`config.mk`:
```
export PLATFORM = sky130hd
export DESIGN_NAME = fetch_pc_counter
export DESIGN_NICKNAME = d
export VERILOG_FILES = /design/src/hw/fetch_pkg.sv /design/src/hw/fetch_pc_counter.sv
export SDC_FILE = /design/constraint.sdc
export NUM_CORES = 1
export LEC_CHECK = 0
export BUFFER_PORTS_ARGS = -buffer_cell sky130_fd_sc_hd__buf_2
export CORE_MARGIN = 2
export CORE_UTILIZATION = 35
export DETAILED_ROUTE_END_ITERATION = 10
export PLACE_DENSITY = 0.78
export SYNTH_ARGS = -nofsm -noshare
export SYNTH_HDL_FRONTEND = slang
export SYNTH_SLANG_ARGS = --single-unit
```
`constraint.sdc`:
```
create_clock -name clk -period 1.57 [get_ports clk]
set_input_delay 0 -clock clk [delete_from_list [all_inputs] [get_ports clk]]
set_output_delay 0 -clock clk [all_outputs]
set_load 0.005 [all_outputs]
```
`src/hw/fetch_pkg.sv`:
```
`default_nettype none

package fetch_pkg;

    // ==============================
    // widths
    // ==============================

    // one compressed parcel
    localparam int HALF_W = 16;

    // full instruction and memory word
    localparam int WORD_W = 32;

    // ==============================
    // queue sizing
    // ==============================

    // halfword slots in the fetch queue
    // two words in flight would overrun this, so the controller keeps one
    localparam int FIFO_DEPTH = 5;

    // ==============================
    // instruction constants
    // ==============================

    // addi x0, x0, 0
    // shown to decode whenever the head is not complete
    localparam logic [WORD_W-1:0] NOP_INSTR = 32'h00000013;

    // ==============================
    // controller states
    // ==============================

    // WARMUP  fixed delay after reset release
    // IDLE    stopped, waiting for a redirect
    // FETCH   issuing reads while the queue has room
    // FLUSH   single cycle after a flush request
    typedef enum logic [1:0] {
        WARMUP = 2'd0,
        IDLE   = 2'd1,
        FETCH  = 2'd2,
        FLUSH  = 2'd3
    } fetch_state_e;

endpackage

`default_nettype wire

```
`src/hw/fetch_pc_counter.sv`:
```
`default_nettype none

module fetch_pc_counter #(
    parameter logic [fetch_pkg::WORD_W-1:0] RESET_PC  = '0,
    parameter int                           MEM_WORDS = 256
) (
    input  logic                          clk,
    input  logic                          rst_n_i,
    input  logic                          load_i,
    input  logic [fetch_pkg::WORD_W-1:0]  load_pc_i,
    input  logic                          inc_i,
    output logic [$clog2(MEM_WORDS)-1:0]  word_addr_o
);

    localparam int AW = $clog2(MEM_WORDS);

    // ==============================
    // word address register
    // ==============================

    // byte pc to word index, bits 1:0 are the queue's business
    always_ff @(posedge clk or negedge rst_n_i) begin
        if (!rst_n_i) begin
            // first fetch after warm-up comes from here
            word_addr_o <= RESET_PC[AW+1:2];
        end else if (load_i) begin
            word_addr_o <= load_pc_i[AW+1:2];
        end else if (inc_i) begin
            // wrap at the end of the memory
            if (word_addr_o == AW'(MEM_WORDS - 1)) begin
                word_addr_o <= '0;
            end else begin
                word_addr_o <= word_addr_o + 1'b1;
            end
        end
    end

endmodule

`default_nettype wire

```
After elaboration in Yosys (flattened, before gate mapping)
Cells that the tools add are included.
Storage, ports and cells
  flip-flop bits (word level): 8
  output and inout bits: 8
Cells by class
  reduce and logical (&&, ||, !) cells: 1
  equal/unequal tests: 1
  multiplexer cells: 3
  add/sub/neg operators: 1
Operators with widths (count)
  $mux 8: 3
  $add 8x1->8 const B: 1
  $eq 8x8->1 const B: 1
  $reduce_bool 2->1: 1

Logic depth before layout (Yosys ltp)
  word-level depth: 4
  gate-level depth with buffers: 5

Worst setup path before layout
OpenSTA, ideal clock, no wires.
  path kind: register to register
  start: register word_addr_o[0]
  end: register word_addr_o[0]
  cell stages (with the launch flop): 6
  arrival time: 1.101 ns
  required time: 1.439 ns
  slack: 0.338 ns
  clock period less this slack: 1.232 ns
  cells stage by stage: dfrtp_1 > ha_1 > nand3_1 > nor2_1 > nor3_1 > a2bb2oi_1
On the way
  longest elaborated chain between the ends: 4
  elaborated cells between the ends (all ways): 5
RTL lines
  from (decl): line fetch_pc_counter.sv:12  | output logic [$clog2(MEM_WORDS)-1:0] word_addr_o
  from (signal assigned): line fetch_pc_counter.sv:25  | word_addr_o <= RESET_PC[AW+1:2];
  from (signal assigned): line fetch_pc_counter.sv:27  | word_addr_o <= load_pc_i[AW+1:2];
  from (signal assigned): line fetch_pc_counter.sv:33  | word_addr_o <= word_addr_o + 1'b1;
  $add 8x1->8 / $eq 8x8->1 (equally long branches): line fetch_pc_counter.sv:33, fetch_pc_counter.sv:30
  $mux 8 *: line fetch_pc_counter.sv:30  | if (word_addr_o == AW'(MEM_WORDS - 1)) begin
  $mux 8 *: line fetch_pc_counter.sv:28  | end else if (inc_i) begin
  $mux 8 *: line fetch_pc_counter.sv:26  | end else if (load_i) begin
Every way passes the cells marked *; elsewhere a longest branch is shown, timed or not. The select of a mux whose other input is x is not followed.
A chain may end at the register's enable or synchronous reset.

Worst setup path in the final report
  start: register word_addr_o[1]
  end: register word_addr_o[0]
On the way
  longest elaborated chain between the ends: 4
RTL lines (line)
  $eq 8x8->1: fetch_pc_counter.sv:30
  $mux 8: fetch_pc_counter.sv:30
  $mux 8: fetch_pc_counter.sv:28
  $mux 8: fetch_pc_counter.sv:26
No other way between the ends. The select of a mux whose other input is x is not followed.

==> impl_metrics.tcl <==
set metrics [dict create \
    gp_congestion 0.849 \
    reg2regPathDepth 5 \
    drtIter0Drc 9 \
    largest_reg_flops 8 \
    syn_area_um2 485 \
    antennaDiodeCount 0 \
    routedWlPerCell_um 12.7 \
    layout-drive-gt1-share_pct 29.3 \
    min_path_type "in2reg" \
    port_buffers 19 \
    ys.flop_type "dfrtp_1" \
    min_path_cells 3 \
    path_class "reg2reg" \
    synth-warning-count 0 \
    hold_path_end "word_addr_o[7]" \
    cts_resized 0 \
    holdWs_ns 0.0222 \
    io_pins 44 \
    fin_nets 121 \
    cp.required_ns 1.69 \
    avgSynthCellArea_um2 8.99 \
    fin_crit_ns 1.41 \
    max_cap_violations 0 \
    grt_pass1_wl_um 1990 \
    comb_power_share_pct 25.9 \
    synth_edf_count 0 \
    finalCritPeriodShare_pct 89.8 \
    p_int_uw 398 \
    core_um2 1300 \
    leakage_uw 0.000319 \
    cp_max_fo 7 \
    final_core_util_pct 53.5 \
    ys_ff_latch 8 \
    largest_register "word_addr_o" \
    grt_pass1_vias 483 \
    die_area_um2 1700 \
    hold_viol 0 \
    num_vias 522 \
    die_y_um 41.2 \
    fin_skew_ns 0.00199 \
    reg_top3 "word_addr_o: 8 flops" \
    r2r_slack_ns 0.16 \
    total_power_uw 573 \
    num_rows 13 \
    timing.rr.end "word_addr_o[0]" \
    async_reset_ff_share_pct 100 \
    numCtsBuffers 3 \
    cp-end-kind "flop" \
    drt_pass1_iterations 4 \
    worstSetupStartpointType "flop" \
    post_cts_buffers 0 \
    tightest_slew_ns 0.300 \
    yosysSeqAreaShare_pct 41.2 \
    cellPowerDensity_nw_per_um2 824 \
    hold_start "load_pc_i[9]" \
    ant_nets 0 \
    syn-num-nets 91 \
    pwr-share-clk_pct 27.8 \
    cts_sinks 8 \
    setup_tns_ns 0 \
    wirelength_um 1230 \
    clk_pin_slew_worst_paths_ns 0.06 \
    grt_setup_unrepaired "false" \
    cts-root-buf "clkbuf_4" \
    setup_viol 0 \
    synthToLayoutAreaGrowth_pct 43.3 \
    reg2reg_from "word_addr_o[1]" \
    swShare_pct 30.5 \
    cts.path.max_buffers 2 \
    initial_utilization_pct 37.3 \
    die_w_um 41.2 \
    status "finished clean" \
    cts.hold.buffers_added 8 \
    critPathArrivalTime_ns 1.53 \
    synthCells 54 \
    cts-htree-levels 1 \
    slew_viol_final 0 \
    clk_latency_ns 0.25 \
    power.switching_uw 175 \
    grt.total_usage_pct 18.5 \
    grt_remaining_overflow 0 \
    synth_cell_type_count 25 \
    grt_max_degree 20 \
    power_frac_seq_pct 46.3 \
    routed_via_density 5.38 \
    slew_headroom_pct 80.0 \
    nFillCells 137 \
    cts_tree "built" \
    ir_worst_vdd_uv 451 \
    route.detailed.drc 0 \
    grt_antenna_before_repair 0 \
    fmax_mhz 709 \
]
==> cells in the mapped netlist, types with 2 or more instances <==
cell type,count,area (µm²)
xor2_1,3,26.3
nand3_1,4,20.0
nand4_1,2,12.5
dfrtp_1,8,200
nor2_1,2,7.51
a21oi_1,4,20.0
nor3_1,2,10.0
nand2_1,5,18.8
inv_1,2,7.51
o21ai_0,5,25.0
nor3b_1,2,15.0
buf_2,2,10.0
==> power groups by stage <==
| stage | Sequential (µW) | Combinational [µW] | Clock [µW] |
|---|---|---|---|
| 2_1_floorplan | 266 | 70.9 | 0 |
| 3_3_place_gp | 265 | 127 | 0 |
| 3_5_place_dp | 267 | 132 | 0 |
| 4_1_cts | 263 | 148 | 164 |
| 5_1_grt | 269 | 163 | 179 |
| 6_report | 266 | 149 | 159 |
==> layout make-up <==
class / instances / area [µm²] / area share [%]
sequential: 8 / 200 / 28.8
multi-input combinational: 41 / 264 / 37.9
timing repair buffer: 28 / 183 / 26.3
clock buffer: 3 / 22.5 / 3.24
tap: 15 / 18.8 / 2.70
inverter: 2 / 7.51 / 1.08
==> per-layer routing <==
metal / vias to the layer above / wire length [µm] / global-route usage [%]
met1: 240 / 506 / 20.5
li1: 254 / - / -
met3: 2 / 88 / 4.89
met5: - / 0 / 0
met4: 0 / 4 / 11.3
met2: 26 / 629 / 31.3
==> logic make-up after synthesis <==
group | Yosys count | share of synthesized area [%]
adder cells (fa/ha/maj) | 1 | 2.58
buffers and inverters | 5 | 4.38
XOR/XNOR | 4 | 7.22
AO/OA/AOI/OAI | 15 | 20.9
flip-flops | 8 | 41.2
multiplexers | 1 | 2.06
AND/OR/NAND/NOR | 20 | 21.7
==> cell usage in the layout (no fill, tap or decap), types with 2 or more instances in the layout <==
cell type | Yosys | routed
inv_1 | 2 | 2
buf_2 | 2 | 19
nor3_1 | 2 | 2
dfrtp_1 | 8 | 8
xor2_1 | 3 | 3
nor2_1 | 2 | 2
nand3_1 | 4 | 4
nand2_1 | 5 | 5
dlygate4sd3_1 | 0 | 8
clkbuf_4 | 0 | 3
nand4_1 | 2 | 2
a21oi_1 | 4 | 4
o21ai_0 | 5 | 5
nor3b_1 | 2 | 2
==> worst max path at each step <==
stage	start	endpoint	slack (ns)	cells after the start
3_3_place_gp	word_addr_o[1]	word_addr_o[0]	0.25	5
2_1_floorplan	word_addr_o[0]	word_addr_o[0]	0.34	5
5_1_grt	word_addr_o[1]	word_addr_o[0]	0.08	5
6_report	word_addr_o[1]	word_addr_o[0]	0.16	5
3_5_place_dp	word_addr_o[1]	word_addr_o[0]	0.22	5
4_1_cts	word_addr_o[1]	word_addr_o[0]	0.19	5
==> worst max-delay path, cell delays in order, from the launching register on <==
cell and delay (ns):
dfrtp_1 0.46, ha_1 0.28, nand3_1 0.09, nor2_1 0.23, nor3_1 0.07, a2bb2oi_1 0.15
==> through the flow <==
| step | std cells | setup WS [ns] | cell area, µm² |
|---|---|---|---|
| 3_3_place_gp | 86 | 0.251 | 593 |
| 2_1_floorplan | 54 | 0.338 | 485 |
| 3_5_place_dp | 86 | 0.216 | 593 |
| 4_1_cts | 97 | 0.195 | 696 |
| 5_1_grt | 97 | 0.0844 | 696 |
| 6_report | 97 | 0.159 | 696 |
No activity file was read; power rests on OpenSTA's default activity.
