File: config.mk
export PLATFORM = sky130hd
export DESIGN_NAME = fetch_ctrl
export DESIGN_NICKNAME = d
export VERILOG_FILES = /design/src/hw/fetch_pkg.sv /design/src/hw/fetch_ctrl.sv
export SDC_FILE = /design/constraint.sdc
export NUM_CORES = 1
export LEC_CHECK = 0
export BUFFER_PORTS_ARGS = -buffer_cell sky130_fd_sc_hd__buf_2
export CAP_MARGIN = 20
export CORE_AREA = 4 4 41 43
export DETAILED_ROUTE_END_ITERATION = 12
export DIE_AREA = 0 0 45 47
export GPL_TIMING_DRIVEN = 0
export PLACE_DENSITY = 0.46
export SLEW_MARGIN = 20
export SYNTH_ARGS = -nofsm -noshare
export SYNTH_HDL_FRONTEND = slang
export SYNTH_SLANG_ARGS = --single-unit
export TNS_END_PERCENT = 50
File: constraint.sdc
create_clock -name clk -period 1.7 [get_ports clk]
set_input_delay 0.51 -clock clk [delete_from_list [all_inputs] [get_ports clk]]
set_output_delay 0.51 -clock clk [all_outputs]
set_load 0.005 [all_outputs]
File: src/hw/fetch_pkg.sv
`default_nettype none

package fetch_pkg;

    // ==============================
    // widths
    // ==============================

    // one compressed parcel
    localparam int HALF_W = 16;

    // full instruction and memory word
    localparam int WORD_W = 32;

    // ==============================
    // queue sizing
    // ==============================

    // halfword slots in the fetch queue
    // two words in flight would overrun this, so the controller keeps one
    localparam int FIFO_DEPTH = 5;

    // ==============================
    // instruction constants
    // ==============================

    // addi x0, x0, 0
    // shown to decode whenever the head is not complete
    localparam logic [WORD_W-1:0] NOP_INSTR = 32'h00000013;

    // ==============================
    // controller states
    // ==============================

    // WARMUP  fixed delay after reset release
    // IDLE    stopped, waiting for a redirect
    // FETCH   issuing reads while the queue has room
    // FLUSH   single cycle after a flush request
    typedef enum logic [1:0] {
        WARMUP = 2'd0,
        IDLE   = 2'd1,
        FETCH  = 2'd2,
        FLUSH  = 2'd3
    } fetch_state_e;

endpackage

`default_nettype wire

File: src/hw/fetch_ctrl.sv
`default_nettype none

module fetch_ctrl #(
    parameter logic [fetch_pkg::WORD_W-1:0] RESET_PC   = '0,
    parameter int                           FIFO_DEPTH = fetch_pkg::FIFO_DEPTH
) (
    input  logic                            clk,
    input  logic                            rst_n_i,
    input  logic                            redirect_i,
    input  logic                            flush_i,
    input  logic [$clog2(FIFO_DEPTH+1)-1:0] fifo_count_i,
    input  logic                            rdata_valid_i,
    output logic                            pc_load_o,
    output logic                            pc_inc_o,
    output logic                            mem_re_o,
    output logic                            q_clear_o,
    output logic                            q_drop_first_o,
    output logic                            discard_o
);
    import fetch_pkg::*;

    localparam int CW = $clog2(FIFO_DEPTH + 1);

    fetch_state_e state_q;
    fetch_state_e state_d;
    logic         warm_cnt_q;
    logic         warm_done;
    logic         in_flight_q;
    logic [CW:0]  committed;
    logic         space_ok;

    // ==============================
    // space accounting
    // ==============================

    // queued halfwords plus the two still on their way
    assign committed = {1'b0, fifo_count_i} + (in_flight_q ? (CW+1)'(2) : '0);
    assign space_ok  = committed <= (CW+1)'(FIFO_DEPTH - 2);

    // no read in a redirect or flush cycle, the counter is about to move
    assign mem_re_o  = (state_q == FETCH) && !redirect_i && !flush_i && space_ok;
    assign pc_inc_o  = mem_re_o;
    assign pc_load_o = redirect_i;
    assign q_clear_o = redirect_i | flush_i;

    // returning word overtaken by a redirect or flush
    assign discard_o = rdata_valid_i & in_flight_q & (redirect_i | flush_i);

    // ==============================
    // state machine
    // ==============================

    assign warm_done = warm_cnt_q;

    // reset pc on an upper halfword, skip the lower one of the first word
    assign q_drop_first_o = (state_q == WARMUP) && warm_done && !redirect_i && RESET_PC[1];

    always_comb begin
        state_d = state_q;
        case (state_q)
            WARMUP: begin
                if (warm_done) begin
                    state_d = FETCH;
                end
            end
            FETCH: begin
                if (flush_i) begin
                    state_d = FLUSH;
                end
            end
            FLUSH, IDLE: begin
                if (flush_i) begin
                    state_d = FLUSH;
                end else if (redirect_i) begin
                    state_d = FETCH;
                end else begin
                    state_d = IDLE;
                end
            end
            default: state_d = IDLE;
        endcase
    end

    always_ff @(posedge clk or negedge rst_n_i) begin
        if (!rst_n_i) begin
            state_q     <= WARMUP;
            warm_cnt_q  <= 1'b0;
            in_flight_q <= 1'b0;
        end else begin
            state_q <= state_d;
            // two warm-up cycles
            if (state_q == WARMUP) begin
                warm_cnt_q <= 1'b1;
            end
            // set on issue, released when the word shows up
            if (mem_re_o) begin
                in_flight_q <= 1'b1;
            end else if (rdata_valid_i) begin
                in_flight_q <= 1'b0;
            end
        end
    end

endmodule

`default_nettype wire

* Word-level counts from Yosys, hierarchy flattened
Index checks and enable logic that the tools add are counted.
** Word-level totals
- Register bits :: 4
- Input bits :: 8
- Output and inout port bits :: 6
- Word-level logic and storage cells :: 30
** Cells by class
- Add/subtract/negate cells :: 1
- Magnitude comparators :: 1
- Eq/ne operators :: 5
- Muxes and demuxes :: 8
- Bitwise gates (word level) :: 3
- Reductions and logical operators :: 9
** Operators with widths (number)
- 2-bit 2-to-1 mux :: 5
- 2-bit case mux with 3 select lines :: 1
- 3-bit by 2-bit adder with 4-bit output :: 1
- 2-bit == test (second input constant) :: 2
- 4-bit by 2-bit <= comparator with 1-bit output (second input constant) :: 1
- 2-bit inequality test (second input constant) :: 2
- 1-bit logical AND :: 3
- 1-bit AND :: 2
- 2-bit by 1-bit == test with 1-bit output (second input constant) :: 1
- 1-bit logical NOT :: 2
- 2-bit logical NOT :: 1
- 1-bit 2-to-1 mux :: 2
- 2-bit AND reduction :: 1
- 2-bit nonzero test :: 1
- 2-bit OR reduction :: 1
- 1-bit bitwise OR :: 1

* Depth between registers and ports, before layout
Gate-level depths: netlist of run 1.
- Depth after elaboration :: 5
- Depth in mapped cells :: 3
- Depth with buffers taken out :: 3

* Least setup slack after synthesis of run 1
OpenSTA, ideal clock, no wires.
- Path type :: in2out
- Start :: input redirect_i
- End :: output pc_inc_o
- Arrival time :: 1101 ps
- Required time :: 1190 ps
- Slack :: 89 ps
- Cell stages on the path :: 3
- Path buffers :: 1
- Cell sequence :: nor4_2 > and3_1 > buf_4
** Between the ends
- Cells in the longest elaborated chain, start to end :: 4
** Ends and longest elaborated chain
- from (decl) :: RTL line fetch_ctrl.sv:9 : input logic redirect_i,
- 1-bit logical NOT
- 1-bit logical AND (3 in a row) :: RTL line fetch_ctrl.sv:41 : assign mem_re_o = (state_q == FETCH) && !redirect_i && !flush_i && space_ok;
- to (decl) :: RTL line fetch_ctrl.sv:14 : output logic pc_inc_o,
No other way between the ends.

* Worst setup path in the final report of run 1
Same ends and word-level chain as after synthesis.

==> flow_summary_export.csv, run 1 <==
group,metric,value,unit
grt,vias_in_the_first_global_route,177,
pwr,part_of_the_total_power_dissipated_in_sequential_elements,0.411,
worst_setup_path,timing.critical_path.fanout_max,2,
layout,final.fill_count,153,
yosys,synth.cells.most_frequent,"dfrtp_1, buf_4, inv_1, and3_1, o21ai_0",
floorplanning,coreArea,1300,um^2
yosys,combinational_family_with_the_most_area_after_synthesis,"simple AND/OR/NAND/NOR gates",
floorplanning,initial_util,0.160,
clock_network,cts_hold_buffers_added,0,
grt,initial_antenna_violation_count,0,
yosys,synth_seq_area_share,0.482,
yosys,average_footprint_of_a_synthesized_cell,9.44,um^2
yosys,synth_edf_count,0,
layout,final_net_count,47,
yosys,synth_simple_gate_area_share,0.181,
worst_setup_path,critical_path_class,"in -> out",
pwr,power.static_leakage,0.000172,uW
routing,drt-vias-per-instance,3.85,
timing,postLayoutSetupSlackWorst,-95.1,ps
floorplanning,dieHeight,47,um
worst_setup_path,crit_arrival,1290,ps
clock_network,cts_root_buf,"clkbuf_4",
clock_network,cts_num_sinks,4,
worst_setup_path,reg2reg_depth,2,
pwr,irDropWorstVdd,0.264,mV
worst_setup_path,crit_path_cell_chain,"buf_8, nor4_4, and3_4, buf_4, buf_6",
worst_setup_path,cp-end-kind,"primary output",
pwr,pwr_density_cell,765,nW/um^2
pwr,power.switching_fraction,0.239,
worst_setup_path,timing.rr.start,"state_q[0]",
worst_hold_path,worstHoldPathType,"in -> async",
layout,layout.core_utilization,0.273,
grt,gr-usage-all-layers,0.0515,
worst_setup_path,max_stage_delay,280,ps
placement,place.port_buffers,11,
timing,finalSetupViolations,2,
placement,globalplace.congestion,0.663,
placement,hpwl,403,um
layout,drive_gt1_frac,0.595,
pwr,fin_total_pwr,272,uW
clock_network,cts_tree,"built",
worst_setup_path,critPathSlowestCell,"nor4_4",
clock_network,cts.htree.levels,1,
routing,detail_route.wirelength,517,um
yosys,postSynth.topFlopCell,"dfrtp_1",
floorplanning,num_rows,13,
layout,area_delta_synth_final,71.1,%
timing,worst_clock_skew,6.33,ps
yosys,synth_top_area_share,0.482,
routing,initialDrtViolationCount,0,
grt,globalRoute.totalOverflow,0,
routing,num_vias,200,
clock_network,clk_pin_slew,40,ps
pwr,combinationalPowerShare,0.154,
routing,drc,0,
floorplanning,die_width,45,um
floorplanning,top_level_ports,14,
yosys,most_frequent_cell_after_synthesis,"dfrtp_1",
yosys,mappedNetlistArea,208,um^2
yosys,ranking_of_synthesized_cells_by_area,"dfrtp_1, buf_4, and3_1",
layout,num_antenna_cells,0,
yosys,ys_async_sr_fraction,1.00,
yosys,synthAdderAreaFrac,0,
clock_network,tritoncts.num_buffers,3,
yosys,yosys-mux-area-fraction,0,
yosys,synth-seq-cells,4,
yosys,netlist.top_cell.by_area,"dfrtp_1",
worst_setup_path,crit_buf_inv,3,
worst_setup_path,crit_start,"redirect_i",
yosys,ys.warnings.count,0,
clock_network,insertion_delay,240,ps
routing,avgRoutedWirePerCell,9.94,um
grt,grt_start_max_net_pins,7,
status,status,"finished with violations",
yosys,postSynthNetCount,30,
yosys,synthDistinctLibCells,13,
yosys,postSynthCellCount,22,
placement,detailedPlace.worstSlack,-158,ps
timing,unrepaired_setup_endpoints_after_global_routing,"true",
pwr,intPower,207,uW
routing,ant_nets,0,
worst_setup_path,worstReg2RegEnd,"in_flight_q",
status,violations,"negative setup slack",
yosys,post_synthesis_compound_gate_area_fraction,0.157,
timing,min_cycle_time_layout,1800,ps
worst_setup_path,r2r_setup_slack,800,ps
yosys,synth_area_in_xor_xnor,0,
timing,timing.final.crit_share,1.06,
pwr,power.share.clock,0.435,
timing,timing.final.max_slew_violations,0,
pwr,power.switching,65.1,uW
floorplanning,design.die.area,2120,um^2
routing,drt_pass1_iterations,1,
timing,setup_tns,-116,ps
worst_setup_path,worst_ep_required_time,1190,ps
worst_setup_path,critical_path.startpoint_type,"input pin",
timing,report.final.hold_viol_count,0,
grt,grt_first_pass_wirelength,724,um
timing,fmax,0.557,GHz
run,timing.max_cap.violations,0,
worst_setup_path,crit_family,"simple AND/OR/NAND/NOR gates",
clock_network,cts_buffer_depth,2,
==> per-stage QoR <==
stage | area (um^2) | hold WS, ps | std cells
finish | 355 | 70.8 | 52
global route | 355 | 67.8 | 52
CTS | 350 | 63.6 | 52
detailed placement | 282 | 320 | 48
global placement | 282 | 320 | 48
floorplan | 208 | 214 | 22
==> cell usage in the layout (no fill, tap or decap), drive strengths merged <==
cell	netlist	final
a21oi	1	1
inv	3	3
o21bai	1	1
nor2	1	1
nand2	1	1
clkbuf	0	3
buf	3	15
dfrtp	4	4
a32o	1	1
nor3	1	1
nor4	1	1
and3	2	2
o21ai	2	2
conb	1	1
==> sequential cells by signal, indices dropped and copies added, names as in the netlist <==
name,count
in_flight_q,1
state_q,2
warm_cnt_q,1
==> power groups by stage <==
stage,Combinational [uW],Sequential [uW],Clock (uW)
3_3_place_gp,30.8,111,0
2_1_floorplan,14.8,110,0
3_5_place_dp,31.0,112,0
6_report,41.8,112,118
5_1_grt,45.6,113,128
4_1_cts,41.4,111,125
==> layout make-up <==
class	count	area [um^2]	share of cell area
inverter	3	11.3	0.0317
multi-input combinational	12	95.1	0.268
sequential	4	100	0.282
buffer	3	22.5	0.0634
clock buffer	3	22.5	0.0634
timing repair buffer	12	85.1	0.239
tap	15	18.8	0.0528
==> cells by family after synthesis <==
kind of cell	count (synthesis)
compound gates	5
simple gates	6
other cells	1
flops	4
buf+inv	6
==> worst max-delay path by stage <==
stage          endpoint  slack (ps)  cells after the start
2_1_floorplan  pc_inc_o          90                      3
3_3_place_gp   pc_inc_o        -160                      5
3_5_place_dp   pc_inc_o        -160                      5
4_1_cts        pc_inc_o         -80                      5
5_1_grt        pc_inc_o        -170                      5
6_report       pc_inc_o        -100                      5
==> metal layers <==
metal | up-vias | wire [um] | global-route usage
met5 | - | 0 | 0
met1 | 84 | 226 | 0.0575
met3 | 0 | 83 | 0.0307
met2 | 12 | 207 | 0.0650
met4 | 0 | 0 | 0.0526
li1 | 104 | - | -
==> timing repair <==
item | in CTS | in global routing
buffers inserted | 1 | 0
resized for setup | 9 | 2
gates cloned | 0 | 0
pin swaps | 2 | 1
setup endpoints to repair | 2 | 3
endpoints found under the hold margin | 0 | 0
No activity file was read; power rests on OpenSTA's default activity.
==> run 2: changes to the inputs <==
Settings changed: REMOVE_ABC_BUFFERS set to 1.
==> run 2 against run 1 <==
- the run now ends clean
- clock skew down 4.0 ps
- die area unchanged
- sequential power about the same
- final area down 11%
- power down 2.8%
- sequential share of layout area up 4.0 points
- non-clock buffer count down 3
- via count up 1.5%
- setup slack better by 98 ps
- core utilization down 3.1 points
- largest power group unchanged
==> flow_summary_export.csv, run 2 (synthesis results as in run 1) <==
group,metric,value,unit
routing,initialDrtViolationCount,3,
pwr,power.share.clock,0.447,
grt,initial_antenna_violation_count,0,
timing,worst_hold_slack,73.7,ps
worst_setup_path,crit_arrival,1190,ps
worst_setup_path,worstReg2RegEnd,"in_flight_q",
pwr,combinationalPowerShare,0.128,
timing,finalSetupViolations,0,
timing,report.final.hold_viol_count,0,
layout,area_delta_synth_final,51.8,%
floorplanning,num_rows,13,
layout,regMostFlops,"state_q",
floorplanning,dieHeight,47,um
timing,setup_tns,0,ps
timing,unrepaired_setup_endpoints_after_global_routing,"true",
floorplanning,coreArea,1300,um^2
layout,post-route-cell-area,315,um^2
routing,ant_nets,0,
clock_network,cts_buffer_depth,2,
pwr,intPower,202,uW
timing,min_cycle_time_layout,1700,ps
floorplanning,design.die.area,2120,um^2
run,timing.max_cap.violations,0,
timing,timing.final.crit_share,0.998,
worst_setup_path,cp-end-kind,"primary output",
clock_network,cts_num_sinks,4,
placement,place.port_buffers,11,
routing,drc,0,
worst_setup_path,r2r_setup_slack,850,ps
worst_setup_path,critPathSlowestCell,"nor4_4",
clock_network,cts_tree,"built",
pwr,power.switching_fraction,0.237,
pwr,pwr_density_cell,838,nW/um^2
worst_setup_path,timing.rr.start,"state_q[0]",
routing,drt_pass1_iterations,4,
layout,drive_gt1_frac,0.500,
layout,largest_register_ff_count,2,
grt,grt_first_pass_wirelength,814,um
layout,mostFrequentLayoutCell,"buf_2",
layout,layout_top_registers,"state_q: 2 flops, in_flight_q: 1 flops, warm_cnt_q: 1 flops",
worst_setup_path,timing.critical_path.fanout_max,3,
worst_setup_path,critical_path_class,"in -> out",
layout,num_antenna_cells,0,
layout,layout.cells.most_common_list,"buf_2, inv_1, clkbuf_4, dfrtp_1",
floorplanning,top_level_ports,14,
timing,fmax,0.589,GHz
pwr,part_of_the_total_power_dissipated_in_sequential_elements,0.425,
pwr,power.switching,62.7,uW
worst_setup_path,worst_ep_required_time,1190,ps
clock_network,clk_pin_slew,40,ps
clock_network,cts.htree.levels,1,
worst_setup_path,reg2reg_depth,2,
grt,globalRoute.totalOverflow,0,
placement,hpwl,365,um
placement,globalplace.congestion,0.745,
routing,avgRoutedWirePerCell,10.2,um
grt,grt_start_max_net_pins,7,
routing,num_vias,203,
placement,placedInstanceArea,259,um^2
worst_setup_path,crit_path_cell_chain,"buf_8, nor4_4, and3_1, buf_2",
status,status,"completed",
clock_network,insertion_delay,230,ps
worst_setup_path,critical_path.startpoint_type,"input pin",
routing,detail_route.wirelength,501,um
grt,vias_in_the_first_global_route,175,
layout,final_net_count,44,
worst_setup_path,max_stage_delay,260,ps
timing,timing.final.max_slew_violations,0,
clock_network,cts_root_buf,"clkbuf_4",
pwr,power.static_leakage,0.000156,uW
floorplanning,die_width,45,um
routing,drt-vias-per-instance,4.14,
worst_hold_path,worstHoldPathType,"in -> async",
pwr,irDropWorstVdd,0.271,mV
floorplanning,initial_util,0.160,
grt,gr-usage-all-layers,0.0610,
clock_network,cts_hold_buffers_added,0,
clock_network,tritoncts.num_buffers,3,
timing,worst_clock_skew,2.33,ps
run 2: cell count changes in the layout (fill, tap and decap cells not counted), sizes merged:
cell | before | now
buf | 15 | 12
run 2: critical path: cells and delay by family:
kind                   cells  cell delay (ps)
buffers and inverters      2              210
AND/OR/NAND/NOR            2              460
run 2: power groups by stage:
stage | Combinational [uW] | Clock (uW) | Sequential (uW)
global route | 38.3 | 131 | 113
CTS | 34.2 | 123 | 112
finish | 33.9 | 118 | 112
floorplan | 10.4 | 0 | 110
detailed placement | 26.5 | 0 | 112
global placement | 26.6 | 0 | 112
run 2: through the flow:
| stage | utilization | instances | setup WS [ps] | power (uW) |
|---|---|---|---|---|
| after floorplan | - | 19 | 186 | 120 |
| after global placement | 0.199 | 45 | -58.4 | 138 |
| after detailed placement | 0.199 | 45 | -61.2 | 138 |
| after CTS | 0.241 | 49 | -4.66 | 269 |
| after global routing | 0.242 | 49 | -56.7 | 283 |
| final | 0.242 | 49 | 3.15 | 264 |
run 2: routing by layer:
metal,share of wire,track usage,vias up
met5,0,0,-
met4,0.022,0.0526,0
met3,0.16,0.0498,2
met2,0.29,0.0706,16
met1,0.52,0.0686,90
li1,-,-,95
run 2: worst max-delay path by stage:
stage	cells past startpoint	startpoint	endpoint	slack [ps]
after floorplan	2	redirect_i	mem_re_o	190
after global placement	4	redirect_i	mem_re_o	-60
after detailed placement	4	redirect_i	mem_re_o	-60
after CTS	4	redirect_i	mem_re_o	-5
after global routing	4	redirect_i	mem_re_o	-60
final	4	redirect_i	pc_inc_o	3
run 2: cell type report:
cell class / count / area, um^2
Fill cell: 156 / 986
Multi-Input combinational cell: 12 / 82.6
Sequential cell: 4 / 101
Timing Repair Buffer: 12 / 78.8
Tap cell: 15 / 18.8
Clock buffer: 3 / 22.5
Inverter: 3 / 11.3
run 2: repair_timing:
action	CTS	global route
endpoints found under the setup margin	2	2
gates resized for setup	6	1
buffers inserted	1	0
pin swaps	2	0
==> run 3: changes to the inputs <==
Settings changed: CORE_AREA 4 4 41 43 to 2 2 39 41, DIE_AREA 0 0 45 47 to 0 0 41 43.
==> run 3 against run 2 <==
- the run now ends with negative setup slack left
- final area rose by 1.6%
- via count shrank 4.9%
- register-to-register slack got worse by 70 ps
- largest cell class unchanged
- largest power group unchanged
==> flow_summary_export.csv, run 3 (synthesis results as in run 1) <==
group,metric,value,unit
pwr,fin_total_pwr,264,uW
placement,hpwl,332,um
routing,avgRoutedWirePerCell,8.76,um
routing,drc,0,
clock_network,clk_pin_slew,40,ps
worst_setup_path,max_stage_delay,290,ps
routing,ant_nets,0,
floorplanning,dieHeight,43,um
timing,fmax,0.580,GHz
clock_network,cts_root_buf,"clkbuf_4",
worst_hold_path,worstHoldPathType,"in -> async",
run,timing.max_cap.violations,0,
clock_network,cts_buffer_depth,2,
routing,initialDrtViolationCount,2,
placement,dp.cells,46,
clock_network,cts_num_sinks,4,
grt,vias_in_the_first_global_route,188,
routing,num_vias,193,
routing,drt_pass1_iterations,2,
grt,globalRoute.totalOverflow,0,
grt,grt_first_pass_wirelength,738,um
clock_network,insertion_delay,230,ps
floorplanning,num_rows,14,
layout,num_antenna_cells,0,
worst_setup_path,crit_buf_inv,2,
layout,regMostFlops,"state_q",
worst_setup_path,critical_path.startpoint_type,"input pin",
worst_setup_path,timing.critical_path.fanout_max,2,
grt,gr-usage-all-layers,0.0698,
layout,largest_register_ff_count,2,
worst_setup_path,crit_family,"simple AND/OR/NAND/NOR gates",
placement,globalplace.congestion,0.619,
timing,timing.final.max_slew_violations,0,
worst_setup_path,crit_path_cell_chain,"buf_6, nor4_4, and3_4, buf_2",
placement,placedInstanceArea,260,um^2
worst_setup_path,worstReg2RegEnd,"in_flight_q",
worst_setup_path,reg2reg_depth,2,
pwr,irDropWorstVdd,0.235,mV
grt,initial_antenna_violation_count,0,
clock_network,cts_tree,"built",
timing,timing.final.crit_share,1.01,
layout,mostFrequentLayoutCell,"buf_2",
floorplanning,die_width,41,um
worst_setup_path,worst_ep_required_time,1190,ps
pwr,power.static_leakage,0.000153,uW
placement,place.port_buffers,11,
status,status,"finished with violations",
timing,finalSetupViolations,2,
floorplanning,top_level_ports,14,
layout,layout_top_registers,"state_q: 2 flops, in_flight_q: 1 flops, warm_cnt_q: 1 flops",
floorplanning,initial_util,0.150,
layout,final-instance-count-excl-fill,50,
grt,grt_start_max_net_pins,6,
routing,drt-vias-per-instance,3.86,
timing,postLayoutSetupSlackWorst,-23.5,ps
worst_setup_path,critPathSlowestCell,"nor4_4",
floorplanning,coreArea,1380,um^2
layout,post-route-cell-area,320,um^2
status,violations,"negative setup slack",
layout,layout.cells.most_common_list,"buf_2, inv_1, clkbuf_4, dfrtp_1",
worst_setup_path,cp-end-kind,"primary output",
worst_setup_path,critical_path_class,"in -> out",
routing,detail_route.wirelength,438,um
clock_network,tritoncts.num_buffers,3,
layout,drive_gt1_frac,0.559,
timing,worst_hold_slack,73.9,ps
layout,final_net_count,44,
layout,area_delta_synth_final,54.2,%
pwr,pwr_density_cell,823,nW/um^2
timing,report.final.hold_viol_count,0,
worst_setup_path,crit_arrival,1210,ps
timing,min_cycle_time_layout,1720,ps
floorplanning,design.die.area,1760,um^2
timing,worst_clock_skew,2.56,ps
worst_setup_path,r2r_setup_slack,780,ps
worst_setup_path,timing.rr.start,"state_q[0]",
timing,unrepaired_setup_endpoints_after_global_routing,"true",
placement,detailedPlace.worstSlack,-95.9,ps
worst_setup_path,crit_start,"fifo_count_i[2]",
clock_network,cts.htree.levels,1,
run 3: cell counts in the layout (fill, tap and decap cells not counted):
No cell type changed its count.
run 3: worst max path at each step:
stage	end	slack (ps)	cells after the start
after global placement	mem_re_o	-80	4
after global routing	mem_re_o	-110	3
final	mem_re_o	-20	4
after detailed placement	mem_re_o	-100	4
after floorplan	mem_re_o	190	2
after CTS	mem_re_o	-20	4
run 3: layer usage:
metal	wire, um	vias up	part of all wire	global-route usage
met5	0	-	0	0
met4	6	0	0.014	0.0600
met3	79	2	0.18	0.0628
met2	174	14	0.40	0.0875
met1	177	82	0.40	0.0658
li1	-	95	-	-
run 3: timing repair:
item / 4_1_cts / 5_1_grt
endpoints found under the setup margin: 2 / 3
pin swaps: 2 / 0
gates resized for setup: 5 / 2
hold endpoints to repair: 0 / 0
hold buffers: 0 / 0
gates cloned: 0 / 0
setup buffers: 1 / 0
run 3: through the flow:
step	utilization	setup TNS, ps
4_1_cts	0.226	-43.8
2_1_floorplan	-	0
5_1_grt	0.231	-218
3_3_place_gp	0.188	-150
6_report	0.231	-44.6
3_5_place_dp	0.188	-189
run 3: cell type report:
type / instances / area (um^2)
sequential: 4 / 101
multi-input combinational: 12 / 90.1
timing repair buffer: 12 / 75.1
tap: 16 / 20.0
clock buffer: 3 / 22.5
inverter: 3 / 11.3
fill: 152 / 1060
run 3: power by group:
group | internal (uW) | leakage (uW) | total, uW | switching [uW]
logic | 20.3 | 0.0000964 | 37.3 | 17.0
clock network | 78.9 | 0.0000138 | 116 | 37.6
registers | 104 | 0.0000426 | 110 | 6.36
total | 203 | 0.000153 | 264 | 61.0
run 3: worst reg2reg max path: stages, from the launching register on:
cell	delay, ps
dfrtp_2	410
nor4_4	240
a32o_1	200
