--- config.mk ---
export PLATFORM = sky130hd
export DESIGN_NAME = halfword_fifo
export DESIGN_NICKNAME = d
export VERILOG_FILES = /design/src/hw/fetch_pkg.sv /design/src/hw/halfword_fifo.sv
export SDC_FILE = /design/constraint.sdc
export NUM_CORES = 1
export LEC_CHECK = 0
export BUFFER_PORTS_ARGS = -buffer_cell sky130_fd_sc_hd__buf_2
export CAP_MARGIN = 20
export CORE_AREA = 5 5 117 119
export DETAILED_ROUTE_END_ITERATION = 8
export DIE_AREA = 0 0 122 124
export PLACE_DENSITY = 0.89
export SYNTH_ARGS = -nofsm -noshare
export SYNTH_HDL_FRONTEND = slang
export SYNTH_SLANG_ARGS = --single-unit
--- constraint.sdc ---
create_clock -name clk -period 6.4 [get_ports clk]
set_input_delay 0.32 -clock clk [delete_from_list [all_inputs] [get_ports clk]]
set_output_delay 0.32 -clock clk [all_outputs]
set_load 0.01 [all_outputs]
--- src/hw/fetch_pkg.sv ---
`default_nettype none

package fetch_pkg;

    // ==============================
    // widths
    // ==============================

    // one compressed parcel
    localparam int HALF_W = 16;

    // full instruction and memory word
    localparam int WORD_W = 32;

    // ==============================
    // queue sizing
    // ==============================

    // halfword slots in the fetch queue
    // two words in flight would overrun this, so the controller keeps one
    localparam int FIFO_DEPTH = 5;

    // ==============================
    // instruction constants
    // ==============================

    // addi x0, x0, 0
    // shown to decode whenever the head is not complete
    localparam logic [WORD_W-1:0] NOP_INSTR = 32'h00000013;

    // ==============================
    // controller states
    // ==============================

    // WARMUP  fixed delay after reset release
    // IDLE    stopped, waiting for a redirect
    // FETCH   issuing reads while the queue has room
    // FLUSH   single cycle after a flush request
    typedef enum logic [1:0] {
        WARMUP = 2'd0,
        IDLE   = 2'd1,
        FETCH  = 2'd2,
        FLUSH  = 2'd3
    } fetch_state_e;

endpackage

`default_nettype wire

--- src/hw/halfword_fifo.sv ---
`default_nettype none

module halfword_fifo #(
    parameter logic [fetch_pkg::WORD_W-1:0] RESET_PC = '0
) (
    input  logic                                       clk,
    input  logic                                       rst_n_i,
    input  logic                                       push_i,
    input  logic [fetch_pkg::WORD_W-1:0]               push_data_i,
    input  logic                                       discard_i,
    input  logic                                       clear_i,
    input  logic                                       drop_first_i,
    input  logic                                       take_i,
    input  logic [fetch_pkg::WORD_W-1:0]               redirect_pc_i,
    input  logic                                       redirect_i,
    output logic [$clog2(fetch_pkg::FIFO_DEPTH+1)-1:0] count_o,
    output logic [fetch_pkg::WORD_W-1:0]               instr_o,
    output logic                                       instr_valid_o,
    output logic [fetch_pkg::WORD_W-1:0]               instr_pc_o
);
    import fetch_pkg::*;

    localparam int CW = $clog2(FIFO_DEPTH + 1);

    logic [HALF_W-1:0] entry_q [FIFO_DEPTH];
    logic [HALF_W-1:0] entry_d [FIFO_DEPTH];
    logic [CW-1:0]     count_q;
    logic [CW-1:0]     keep_n;
    logic [1:0]        drain_n;
    logic [1:0]        push_n;
    logic              drop_q;
    logic              push_ok;
    logic              head_comp;
    logic              head_valid;
    logic [HALF_W-1:0] half_a;
    logic [HALF_W-1:0] half_b;
    logic [WORD_W-1:0] pc_q;

    // ==============================
    // head alignment
    // ==============================

    // low bits 11 mean a full 32-bit instruction
    assign head_comp  = entry_q[0][1:0] != 2'b11;
    assign head_valid = head_comp ? (count_q >= CW'(1)) : (count_q >= CW'(2));

    // entry 0 holds the lower parcel
    assign instr_o = !head_valid ? NOP_INSTR :
                     head_comp   ? {{HALF_W{1'b0}}, entry_q[0]} :
                                   {entry_q[1], entry_q[0]};
    assign instr_valid_o = head_valid;
    assign instr_pc_o    = pc_q;
    assign count_o       = count_q;

    // one parcel for compressed, two otherwise
    assign drain_n = (take_i && head_valid) ? (head_comp ? 2'd1 : 2'd2) : 2'd0;

    // ==============================
    // push side
    // ==============================

    assign push_ok = push_i & ~discard_i & ~clear_i;

    // little endian, lower halfword first unless it is skipped
    assign half_a = drop_q ? push_data_i[WORD_W-1:HALF_W] : push_data_i[HALF_W-1:0];
    assign half_b = push_data_i[WORD_W-1:HALF_W];
    assign push_n = !push_ok ? 2'd0 : (drop_q ? 2'd1 : 2'd2);

    // entries left after the drain, new ones go right behind them
    assign keep_n = count_q - CW'(drain_n);

    always_comb begin
        for (int i = 0; i < FIFO_DEPTH; i++) begin
            // shift toward the head
            if (drain_n == 2'd2 && i < FIFO_DEPTH - 2) begin
                entry_d[i] = entry_q[(i + 2) % FIFO_DEPTH];
            end else if (drain_n == 2'd1 && i < FIFO_DEPTH - 1) begin
                entry_d[i] = entry_q[(i + 1) % FIFO_DEPTH];
            end else begin
                entry_d[i] = entry_q[i];
            end
            // append after the survivors
            if (push_n != 2'd0 && CW'(i) == keep_n) begin
                entry_d[i] = half_a;
            end
            if (push_n == 2'd2 && CW'(i) == keep_n + CW'(1)) begin
                entry_d[i] = half_b;
            end
        end
    end

    always_ff @(posedge clk) begin
        entry_q <= entry_d;
    end

    // ==============================
    // count, drop flag, head pc
    // ==============================

    always_ff @(posedge clk or negedge rst_n_i) begin
        if (!rst_n_i) begin
            count_q <= '0;
            drop_q  <= 1'b0;
            pc_q    <= RESET_PC;
        end else begin
            if (clear_i) begin
                count_q <= '0;
            end else begin
                count_q <= keep_n + CW'(push_n);
            end

            // pending skip of the lower halfword of the next word
            if (clear_i) begin
                drop_q <= redirect_i & redirect_pc_i[1];
            end else if (drop_first_i) begin
                drop_q <= 1'b1;
            end else if (push_ok) begin
                drop_q <= 1'b0;
            end

            // head pc follows the target, then steps per take
            if (redirect_i) begin
                pc_q <= redirect_pc_i;
            end else if (drain_n != 2'd0) begin
                pc_q <= pc_q + (head_comp ? WORD_W'(2) : WORD_W'(4));
            end
        end
    end

endmodule

`default_nettype wire

[After elaboration in Yosys (flattened, before gate mapping)]
Cells that the tools add are included.
Storage, ports and cells
  register bits: 116
  latch bits: 0
  memory bits (writable): 0
  ROM bits: 0
  logic and storage cells: 85
  memories: 0
Operators by class
  add/sub/neg operators: 4
  multipliers: 0
  div/mod/pow operators: 0
  magnitude comparators: 2
  equal/unequal tests: 12
  shifts and indexed selects: 0
  muxes and demuxes: 32
  bitwise operators: 5
  reductions and logical operators: 22
Operator list (count)
  $mux 16: 18
  $mux 32: 4
  $add 32x3->32: 1
  $eq 2x3->1 const A: 4
  $reduce_bool 4->1: 3
  $logic_and 1x1->1: 11
  $mux 2: 4
  $reduce_bool 2->1: 4
  $eq 1x3->1 const A: 2
  $eq 3x3->1 const A: 2
  $logic_not 3->1: 2
  $mux 3: 2
  $reduce_bool 3->1: 2
  $eq 2x2->1 const B: 2
  $mux 1: 4
  $add 3x1->3 const B: 1
  $add 3x2->3: 1
  $and 1x1->1: 3
  $ge 3x1->1 const B: 1
  $ge 3x2->1 const B: 1
  $sub 3x2->3: 1
  $eq 2x1->1 const B: 1
  $ne 2x2->1 const B: 1
  $not 1->1: 2

[Depth between registers and ports, before layout]
Gate-level depths: netlist of run 1.
  depth in word-level cells: 9
  gate-level depth with buffers: 17
  gate-level depth less buffers: 14

[Least setup slack after synthesis of run 1]
No wires, ideal clock.
  kind: flip-flop to flip-flop
  start: register count_q[1], in the netlist count_o[1]
  end: register entry_q[0] (netlist bit), enable pin
  setup time: 388 ps
  arrival time: 3578 ps
  data required time: 6012 ps
  setup slack: 2433 ps
  stages on the path, launching flop included: 13
  path buffers: 1
  clock period less this slack: 3967 ps
  cells stage by stage: dfrtp_1 -> or2_2 -> o21ai_1 -> nor2_1 -> ha_1 -> inv_1 -> fa_1 -> buf_2 -> nand2_1 -> inv_1 -> ha_1 -> o32a_1 -> nor2_1
Between the ends
  longest elaborated chain between the ends: 9
RTL lines
  from (decl): line halfword_fifo.sv:27  | logic [CW-1:0] count_q;
  from (signal assigned): line halfword_fifo.sv:109  | count_q <= keep_n + CW'(push_n);
  $ge 3x2->1 / $ge 3x1->1 (equally long branches): line halfword_fifo.sv:45  | assign head_valid = head_comp ? (count_q >= CW'(1)) : (count_q >= CW'(2));
  $mux 1: line halfword_fifo.sv:45
  $logic_and 1x1->1: line halfword_fifo.sv:56  | assign drain_n = (take_i && head_valid) ? (head_comp ? 2'd1 : 2'd2) : 2'd0;
  $mux 2: line halfword_fifo.sv:56
  $sub 3x2->3 (*): line halfword_fifo.sv:70  | assign keep_n = count_q - CW'(drain_n);
  $add 3x1->3: line halfword_fifo.sv:86  | if (push_n == 2'd2 && CW'(i) == keep_n + CW'(1)) begin
  $eq 3x3->1: line halfword_fifo.sv:86
  $logic_and 1x1->1: line halfword_fifo.sv:86
  $reduce_bool 2->1 (no line) (*)
  to (signal assigned): line halfword_fifo.sv:93  | entry_q <= entry_d;
  to (decl): line halfword_fifo.sv:25  | logic [HALF_W-1:0] entry_q [FIFO_DEPTH];
Every way passes the cells marked *; elsewhere a longest branch is shown, timed or not.
A chain may end at the register's enable or synchronous reset.

==> results of run 1 <==
## metrics by stage
stage	hold WS, ns	utilization [%]
after global placement	0.437	59.4
after floorplan	0.0244	-
after global routing	0.0566	64.6
after detailed placement	0.451	59.4
after CTS	0.00253	64.5
final	-0.0115	64.6
## how the worst min path moves through the flow
stage,from,endpoint,cells past startpoint
final,rst_n_i,instr_pc_o[7]$_DFFE_PN0N_,1
after CTS,rst_n_i,instr_pc_o[2]$_DFFE_PN0N_,1
after floorplan,rst_n_i,count_o[0]$_DFF_PN0_,0
after global routing,rst_n_i,instr_pc_o[2]$_DFFE_PN0N_,1
after detailed placement,rst_n_i,instr_pc_o[13]$_DFFE_PN0N_,1
after global placement,rst_n_i,instr_pc_o[13]$_DFFE_PN0N_,1
## cells by family after synthesis
logic type | Yosys count | share of synthesized area, %
AND/OR/NAND/NOR | 173 | 14.1
AO/OA/AOI/OAI | 127 | 15.3
flip-flops | 116 | 49.6
multiplexers | 70 | 10.9
buffers and inverters | 65 | 4.38
XOR/XNOR | 29 | 3.93
adder cells (fa/ha/maj) | 8 | 1.84
## routing by layer
| layer | vias to the layer above | GRT usage [%] | share of wire [%] |
|---|---|---|---|
| met5 | - | 0 | 0 |
| met4 | 0 | 10.4 | 2.4 |
| met3 | 58 | 6.31 | 11 |
| met1 | 2688 | 30.7 | 38 |
| met2 | 452 | 39.9 | 49 |
| li1 | 2524 | - | - |
## worst max-delay path: cells and delay by family, from the launching register on
kind / cells / cell delay [ns]
flops: 1 / 0.41
fa+ha+maj: 3 / 1.14
simple gates: 6 / 1.69
compound gates: 3 / 1.40
buf+inv: 2 / 0.15
## report_power, final
group          leakage [nW]  internal (mW)  switching (mW)
Sequential             1.17           1.12           0.143
Combinational          2.13          0.402           0.617
Clock                 0.309          0.690           0.341
## final cells by class
| type | instances | area share, % |
|---|---|---|
| repair buffers | 143 | 9.01 |
| flip-flops and latches | 116 | 41.0 |
| well taps | 172 | 2.67 |
| multi-input cells | 407 | 38.1 |
| clock buffers | 19 | 5.38 |
| inverters | 26 | 1.21 |
| clock inverters | 13 | 2.56 |
## cells in the mapped netlist, types with 2 or more instances
cell type | number | area [µm²]
and2_1 | 22 | 138
nor2b_1 | 16 | 100
or3_1 | 2 | 12.5
a31oi_1 | 2 | 12.5
xnor2_1 | 17 | 149
and4_1 | 5 | 43.8
ha_1 | 5 | 62.6
nand4_1 | 9 | 56.3
xor2_1 | 11 | 96.3
a222oi_1 | 48 | 480
clkbuf_1 | 14 | 52.6
buf_4 | 4 | 30.0
edfxtp_1 | 80 | 2400
o21ai_0 | 27 | 135
inv_1 | 26 | 97.6
o22ai_1 | 16 | 100
mux2_2 | 20 | 225
a2bb2oi_1 | 15 | 131
a21oi_1 | 3 | 15.0
o21ai_2 | 3 | 26.3
buf_2 | 20 | 100
nor3_1 | 2 | 10.0
nand3_1 | 9 | 45.0
nor4_1 | 5 | 31.3
nor3_2 | 2 | 20.0
nand2b_1 | 4 | 25.0
fa_1 | 3 | 60.1
nand2_1 | 43 | 161
mux2i_1 | 50 | 500
dfrtp_1 | 36 | 901
and3_1 | 8 | 50.1
or2_2 | 4 | 25.0
nor2_1 | 32 | 120
o21ai_1 | 2 | 10.0
## flip-flops by register name, indices dropped and copies added, names as in the netlist
| register | flops |
|---|---|
| count_o | 3 |
| instr_pc_o | 32 |
| drop_q | 1 |
| entry_q | 80 |
==> impl_summary.log, run 1 <==
INFO  metric status = finished, violations left
INFO  metric failed_checks = design-rule violations, negative hold slack
INFO  metric num_vias = 5722
INFO  metric ys_seq_area_share = 49.6%
INFO  metric fin_area = 0.00805 mm²
INFO  metric dieArea = 0.0151 mm²
INFO  metric slew_violations = 0
INFO  metric die_w = 122 µm
INFO  metric most_used_cells_in_the_layout_excluding_fill_and_tap_cells = buf_2 (139), edfxtp_1 (80), mux2i_1 (50)
INFO  metric max_cap_viol_count = 0
INFO  metric register_area = ~0.0033 mm²
INFO  metric async_reset_ff_share = 31.0%
INFO  metric worst_slew_pin_slew = 0.994 ns
INFO  metric grt_overflow = 0
INFO  metric gp_routability_congestion = 0.879
INFO  metric whs = -0.0115 ns
INFO  metric worst_setup_path_endpoint = entry_q[30]$_DFFE_PP_
INFO  metric multiInputGateArea = 0.00307 mm²
INFO  metric setup_viol_count_final = 0
INFO  metric cp_slowest_stage_delay = 0.58 ns
INFO  metric post_drt_wl_per_cell = ~20 µm
INFO  metric layout_worst_path_cycle_share = between 70% and 80%
INFO  metric r2r_setup_slack = 1.35 ns
INFO  metric port-buffer-count = 139
INFO  metric fin_crit = roughly 5.0 ns
INFO  metric postCtsSetupBuffers = 0
INFO  metric post_synth_num_cell_types = 57
INFO  metric cp_max_fo = 18
INFO  metric r2r_cells = 14
INFO  metric antenna_left = 0
INFO  metric dpl.cell_count = 863
INFO  metric crit-reg2reg-capture = entry_q[30]$_DFFE_PP_
INFO  metric post_drt_via_cell_ratio = 6.39
INFO  metric filler_cell_count = roughly 910
INFO  metric synthesis_to_finish_area_growth = 20.8%
INFO  metric grt_setup_unrepaired = false
INFO  metric synth.yosys.warnings = 0
INFO  metric postCtsResizedCells = 0
INFO  metric cts_made_buffers = 17
INFO  metric timing.clock.skew = 0.0130 ns
INFO  metric detail_route.wirelength = between 15 and 20 mm
INFO  metric slew-limit-headroom = between 30% and 40%
INFO  metric final_common_cell = buf_2
INFO  metric ys_ff_latch = 116
INFO  metric n_antenna_cell = 0
INFO  metric io_pins = 140
INFO  metric vdd_ir_drop_max = 0.239 mV
INFO  metric rr_startpoint = count_o[1]$_DFF_PN0_
INFO  metric finalPower = 3.31 mW
INFO  metric worst_slack = 1.35 ns
INFO  metric dr.first_iter.drc_count = 1095
INFO  metric crit_type = reg2reg
INFO  metric timing_hold_violations_final = 27
INFO  metric cts.reportedPaths.clkPinSlew = 0.05 ns
INFO  metric largest_net_degree_at_the_start_of_global_routing = 55
INFO  metric num_rows = 41
INFO  metric synth_enable_flop_cells = 80
INFO  metric max_clock_freq = 198 MHz
INFO  metric cts-root-buf = clkbuf_16
INFO  metric antenna_found_initial = 0
INFO  metric detail_route.first_pass.iterations = 9
INFO  metric layout.nets = approximately 800
INFO  metric cts.sink_count = 116
INFO  metric most_used_flip_flop_cell_after_synthesis = edfxtp_1
INFO  metric htreeDepth = 4
INFO  metric post_layout_nonfiller_instances = about 900
INFO  metric ctsHoldBuffers = 0
INFO  metric tritoncts = built
INFO  metric placed_cell_area = 0.00740 mm²
INFO  metric first_pass_grt_wire_length = ~29 mm
INFO  metric total_power_density_per_cell_area = 412 mW/mm²
INFO  metric final_layout_size_suffix_gt1_share = 29.4%
INFO  metric worstSetupStartpoint = count_o[1]$_DFF_PN0_
INFO  metric crit_path_cell_trace = or2_2, o21ai_1, nor2_1, ha_1, inv_1, fa_1, nand2_1, inv_1, ha_1, nand2b_1, nor2_1, nand3_1, a21boi_2, o2bb2a_1
INFO  metric die-height = 124 µm
INFO  metric worstPathRequired = 6.57 ns
INFO  metric floorplan.core_area = around 0.012 mm²
INFO  metric max_clock_buf_depth = 2
INFO  metric mappedNetlistNets = 668
INFO  metric hold_path.class = in2async
INFO  metric drcViolationCount = 8
INFO  metric syn_avg_cell_area = 11.3 µm²
INFO  metric floorplan.initialDensity = 53.4%
INFO  metric gr-usage-all-layers = between 20% and 30%
INFO  metric p_leak = 3.61 nW
INFO  metric dp_worst_setup_slack = 1.62 ns
INFO  metric timing.critical_path.slowest_stage_cell = nand3_1
INFO  metric crit_arrival = 5.22 ns
INFO  metric cp-start-kind = flop
INFO  metric syn_area = 0.00666 mm²
INFO  metric post_synth_inst_count = 588
INFO  metric hpwlAfterDp = 13.0 mm
INFO  metric grt_pass1_vias = 5605
INFO  metric worstSkewPairLatency = 0.42 ns
INFO  metric critical_path.endpoint_type = flop
INFO  metric fin_tns_setup = 0 ns
Note: power is estimated with default switching activity, not from simulation.
==> run 2: changes to the inputs <==
Settings changed: ABC_AREA set to 1, CORE_AREA 5 5 117 119 to 5 5 124 126, DIE_AREA 0 0 122 124 to 0 0 129 131.
Clock period 6.4 ns to 4.8 ns, I/O delays scaled along.
==> impl_summary.log, run 2 <==
INFO  metric worstSkewPairLatency = 0.42 ns (about the same)
INFO  metric io_pins = 140 (unchanged)
INFO  metric synth_enable_flop_cells = 80 (unchanged)
INFO  metric synthTopCellsByArea = edfxtp_1 (31%), nand2_1 (22%), dfrtp_1 (12%), nand3_1 (9.4%), nor2_1 (4.9%)
INFO  metric cp_slowest_stage_delay = 0.68 ns (+0.10 ns)
INFO  metric cts.sink_count = 116 (unchanged)
INFO  metric wl_met2 = 10.5 mm (+18%)
INFO  metric crit_type = reg2reg
INFO  metric grt_setup_unrepaired = false
INFO  metric top_layer_used = met4
INFO  metric grt_pass1_vias = 6885 (+23%)
INFO  metric ctsHoldBuffers = 1 (+1)
INFO  metric ys_seq_area_share = 43.2% (-6.4 points)
INFO  metric n_antenna_cell = 0 (unchanged)
INFO  metric most_used_flip_flop_cell_after_synthesis = edfxtp_1
INFO  metric p_leak = 4.15 nW (+15%)
INFO  metric worst_slack = 0.532 ns (-0.820 ns)
INFO  metric crit-reg2reg-capture = entry_q[75]$_DFFE_PP_
INFO  metric yosysTopAreaCellShare = 31.4% (-4.6 points)
INFO  metric max_cap_viol_count = 0 (unchanged)
INFO  metric worstHoldPathCells = 2
INFO  metric r2r_setup_slack = 0.53 ns (-0.82 ns)
INFO  metric wl_met3 = 2.22 mm (+12%)
INFO  metric most_frequently_used_cell_type_in_the_post_synthesis_netlist = nand2_1
INFO  metric dp_worst_setup_slack = 0.567 ns (-1.05 ns)
INFO  metric antenna_left = 0 (unchanged)
INFO  metric gp_routability_congestion = 0.985 (+12%)
INFO  metric postCtsResizedCells = 0 (unchanged)
INFO  metric die_w = 129 µm (+5.7%)
INFO  metric async_reset_ff_share = 31.0% (unchanged)
INFO  metric cts.reportedPaths.clkPinSlew = 0.05 ns (about the same)
INFO  metric setup_viol_count_final = 0 (unchanged)
INFO  metric cp-start-kind = flop
INFO  metric post_drt_via_cell_ratio = 5.54 (-13%)
INFO  metric ys_ff_latch = 116 (unchanged)
INFO  metric grt_overflow = 0 (unchanged)
INFO  metric max_clock_freq = 234 MHz (+18%)
INFO  metric dr.first_iter.drc_count = 807 (-26%)
INFO  metric worst_slew_pin_slew = 0.900 ns (-0.0940 ns)
INFO  metric most_used_cells_in_the_layout_excluding_fill_and_tap_cells = nand2_1 (450), nand3_1 (143), buf_2 (139)
INFO  metric post_drt_wl_per_cell = 15.8 µm (-22%)
INFO  metric timing.critical_path.slowest_stage_cell = nand3_1
INFO  metric hold_path.class = in2reg
INFO  metric fin_tns_setup = 0 ns (unchanged)
INFO  metric postCtsSetupBuffers = 0 (unchanged)
INFO  metric r2r_cells = 14 (unchanged)
INFO  metric crit_path_cell_trace = nor2_4, nand2_2, nand2_2, nor2_1, ha_1, inv_1, fa_1, inv_1, nor2_2, ha_1, inv_1, nor2_2, nand3_2, nand3_1
INFO  metric first_pass_grt_wire_length = 34.4 mm (+19%)
INFO  metric layout.nets = 1281 (+62%)
INFO  metric gr-usage-all-layers = 26.0% (+1.6 points)
INFO  metric cpMostUsedCell = inv_1
INFO  metric syn_avg_cell_area = 7.04 µm² (-38%)
INFO  metric detail_route.wirelength = 22.1 mm (+21%)
INFO  metric floorplan.core_area = 0.0142 mm² (+14%)
INFO  metric largest_net_degree_at_the_start_of_global_routing = 50 (-9.1%)
INFO  metric hold_start = clear_i
INFO  metric critical_path.endpoint_type = flop
INFO  metric timing_hold_violations_final = 0 (-100%)
INFO  metric register_with_the_most_flip_flops = entry_q
INFO  metric routedLengthMet1 = 8.85 mm (+27%)
INFO  metric num_vias = 7734 (+35%)
INFO  metric status = completed
INFO  metric timing.clock.skew = 0.00791 ns (-0.00507 ns)
INFO  metric synth.yosys.warnings = 0 (unchanged)
INFO  metric max_clock_buf_depth = 2 (unchanged)
INFO  metric post_synth_num_cell_types = 38 (-33%)
INFO  metric slew-limit-headroom = 39.7% (+6.2 points)
INFO  metric num_rows = 44 (+7.3%)
INFO  metric port-buffer-count = 139 (unchanged)
INFO  metric rr_startpoint = count_o[1]$_DFF_PN0_
INFO  metric number_of_flip_flops_under_the_largest_register_name = 80 (unchanged)
INFO  metric synth_largest_area_cell = edfxtp_1
INFO  metric slew_violations = 0 (unchanged)
INFO  metric antenna_found_initial = 0 (unchanged)
INFO  metric worst_hold_path.endpoint = count_o[0]$_DFF_PN0_
INFO  metric final_layout_size_suffix_gt1_share = 16.7% (-13 points)
INFO  metric floorplan.initialDensity = 53.8% (+0.36 points)
INFO  metric dieArea = 0.0169 mm² (+12%)
INFO  metric cts-root-buf = clkbuf_16
INFO  metric cts_made_buffers = 17 (unchanged)
INFO  metric crit_arrival = 4.31 ns (-0.91 ns)
INFO  metric synthesis_to_finish_area_growth = 17.4%
INFO  metric post_synth_inst_count = 1085 (+85%)
INFO  metric fin_crit = 4.27 ns (-0.780 ns)
INFO  metric total_power_density_per_cell_area = 557 mW/mm² (+35%)
INFO  metric layout_worst_path_cycle_share = 88.9% (+10 points)
INFO  metric syn_area = 0.00764 mm² (+15%)
INFO  metric drcViolationCount = 0 (-8)
INFO  metric most_frequent_cells_after_synthesis = nand2_1 (450), nand3_1 (143), nor2_1 (99)
INFO  metric htreeDepth = 4 (unchanged)
INFO  metric vdd_ir_drop_max = 0.316 mV (+33%)
INFO  metric detail_route.first_pass.iterations = 6 (-3)
INFO  metric tritoncts = built
INFO  metric worstPathRequired = 4.84 ns (-1.73 ns)
INFO  metric final_common_cell = nand2_1
INFO  metric mappedNetlistNets = 1165 (+74%)
INFO  metric hpwlAfterDp = 16.6 mm (+28%)
INFO  metric die-height = 131 µm (+5.6%)
INFO  metric cp_max_fo = 18 (unchanged)
[run 2: cell types whose count changed after synthesis, moves of 14 or more]
cell / previous run / this run
o22ai_1: 16 / 2
a222oi_1: 48 / 0
mux2i_1: 50 / 0
mux2_2: 20 / 0
nand2_1: 43 / 450
o211ai_1: 0 / 19
inv_1: 26 / 70
nor2b_1: 16 / 0
nand3_1: 9 / 143
a2bb2oi_1: 15 / 0
o21ai_0: 27 / 53
nor2_1: 32 / 99
xnor2_1: 17 / 2
and2_1: 22 / 0
[run 2: worst max path at each step]
stage	start	end	slack (ns)	cells after the start
2_1_floorplan	entry_q[64]$_DFFE_PP_	entry_q[32]$_DFFE_PP_	0.91	16
3_3_place_gp	count_o[1]$_DFF_PN0_	entry_q[74]$_DFFE_PP_	0.69	14
3_5_place_dp	count_o[1]$_DFF_PN0_	entry_q[74]$_DFFE_PP_	0.57	14
4_1_cts	count_o[1]$_DFF_PN0_	entry_q[75]$_DFFE_PP_	0.56	14
5_1_grt	count_o[1]$_DFF_PN0_	entry_q[69]$_DFFE_PP_	0.27	14
6_report	count_o[1]$_DFF_PN0_	entry_q[75]$_DFFE_PP_	0.53	14
[run 2: layout make-up]
| cell class | count | area (µm²) |
|---|---|---|
| repair buffers | 148 | 786 |
| fillers | 1258 | 5230 |
| inverters | 79 | 297 |
| clock buffers | 18 | 429 |
| clock inverters | 13 | 118 |
| well taps | 184 | 230 |
| flip-flops and latches | 116 | 3300 |
| multi-input cells | 839 | 3810 |
[run 2: critical path, delay by kind of cell, from the launching register on]
family / cells / cell delay, ns
DFF: 1 / 0.43
and+or+nand+nor: 8 / 2.15
buffers and inverters: 3 / 0.32
adders and majority gates: 3 / 0.99
[run 2: through the flow]
step | instance area, µm² | power, mW | utilization, % | hold WS (ns) | cells
2_1_floorplan | 7640 | 3.16 | - | -0.0556 | 1085
3_3_place_gp | 8390 | 3.72 | 59.0 | 0.373 | 1364
3_5_place_dp | 8390 | 3.79 | 59.0 | 0.390 | 1364
4_1_cts | 8940 | 4.98 | 63.0 | 0.0230 | 1396
5_1_grt | 8970 | 5.33 | 63.2 | 0.0316 | 1397
6_report | 8970 | 5.00 | 63.2 | 0.0322 | 1397
[run 2: cells by family (layout without fill, tap and decap cells)]
group / Yosys count / count (layout) / synth area share, %
compound gates: 97 / 97 / 7.30
xor+xnor: 13 / 13 / 1.59
fa+ha+maj: 8 / 8 / 1.60
buf+inv: 130 / 258 / 6.93
flops: 116 / 116 / 43.2
simple gates: 721 / 721 / 39.3
[run 2: metal layers]
layer  global-route usage (%)  up-vias
met5                        0        -
met4                     8.03        0
met3                     5.20       42
met2                     43.7      429
met1                     34.0     3503
li1                         -     3760
[run 2: report_power, final]
group | switching [mW] | internal [mW]
registers | 0.245 | 1.57
logic | 1.33 | 0.666
clock network | 0.442 | 0.747
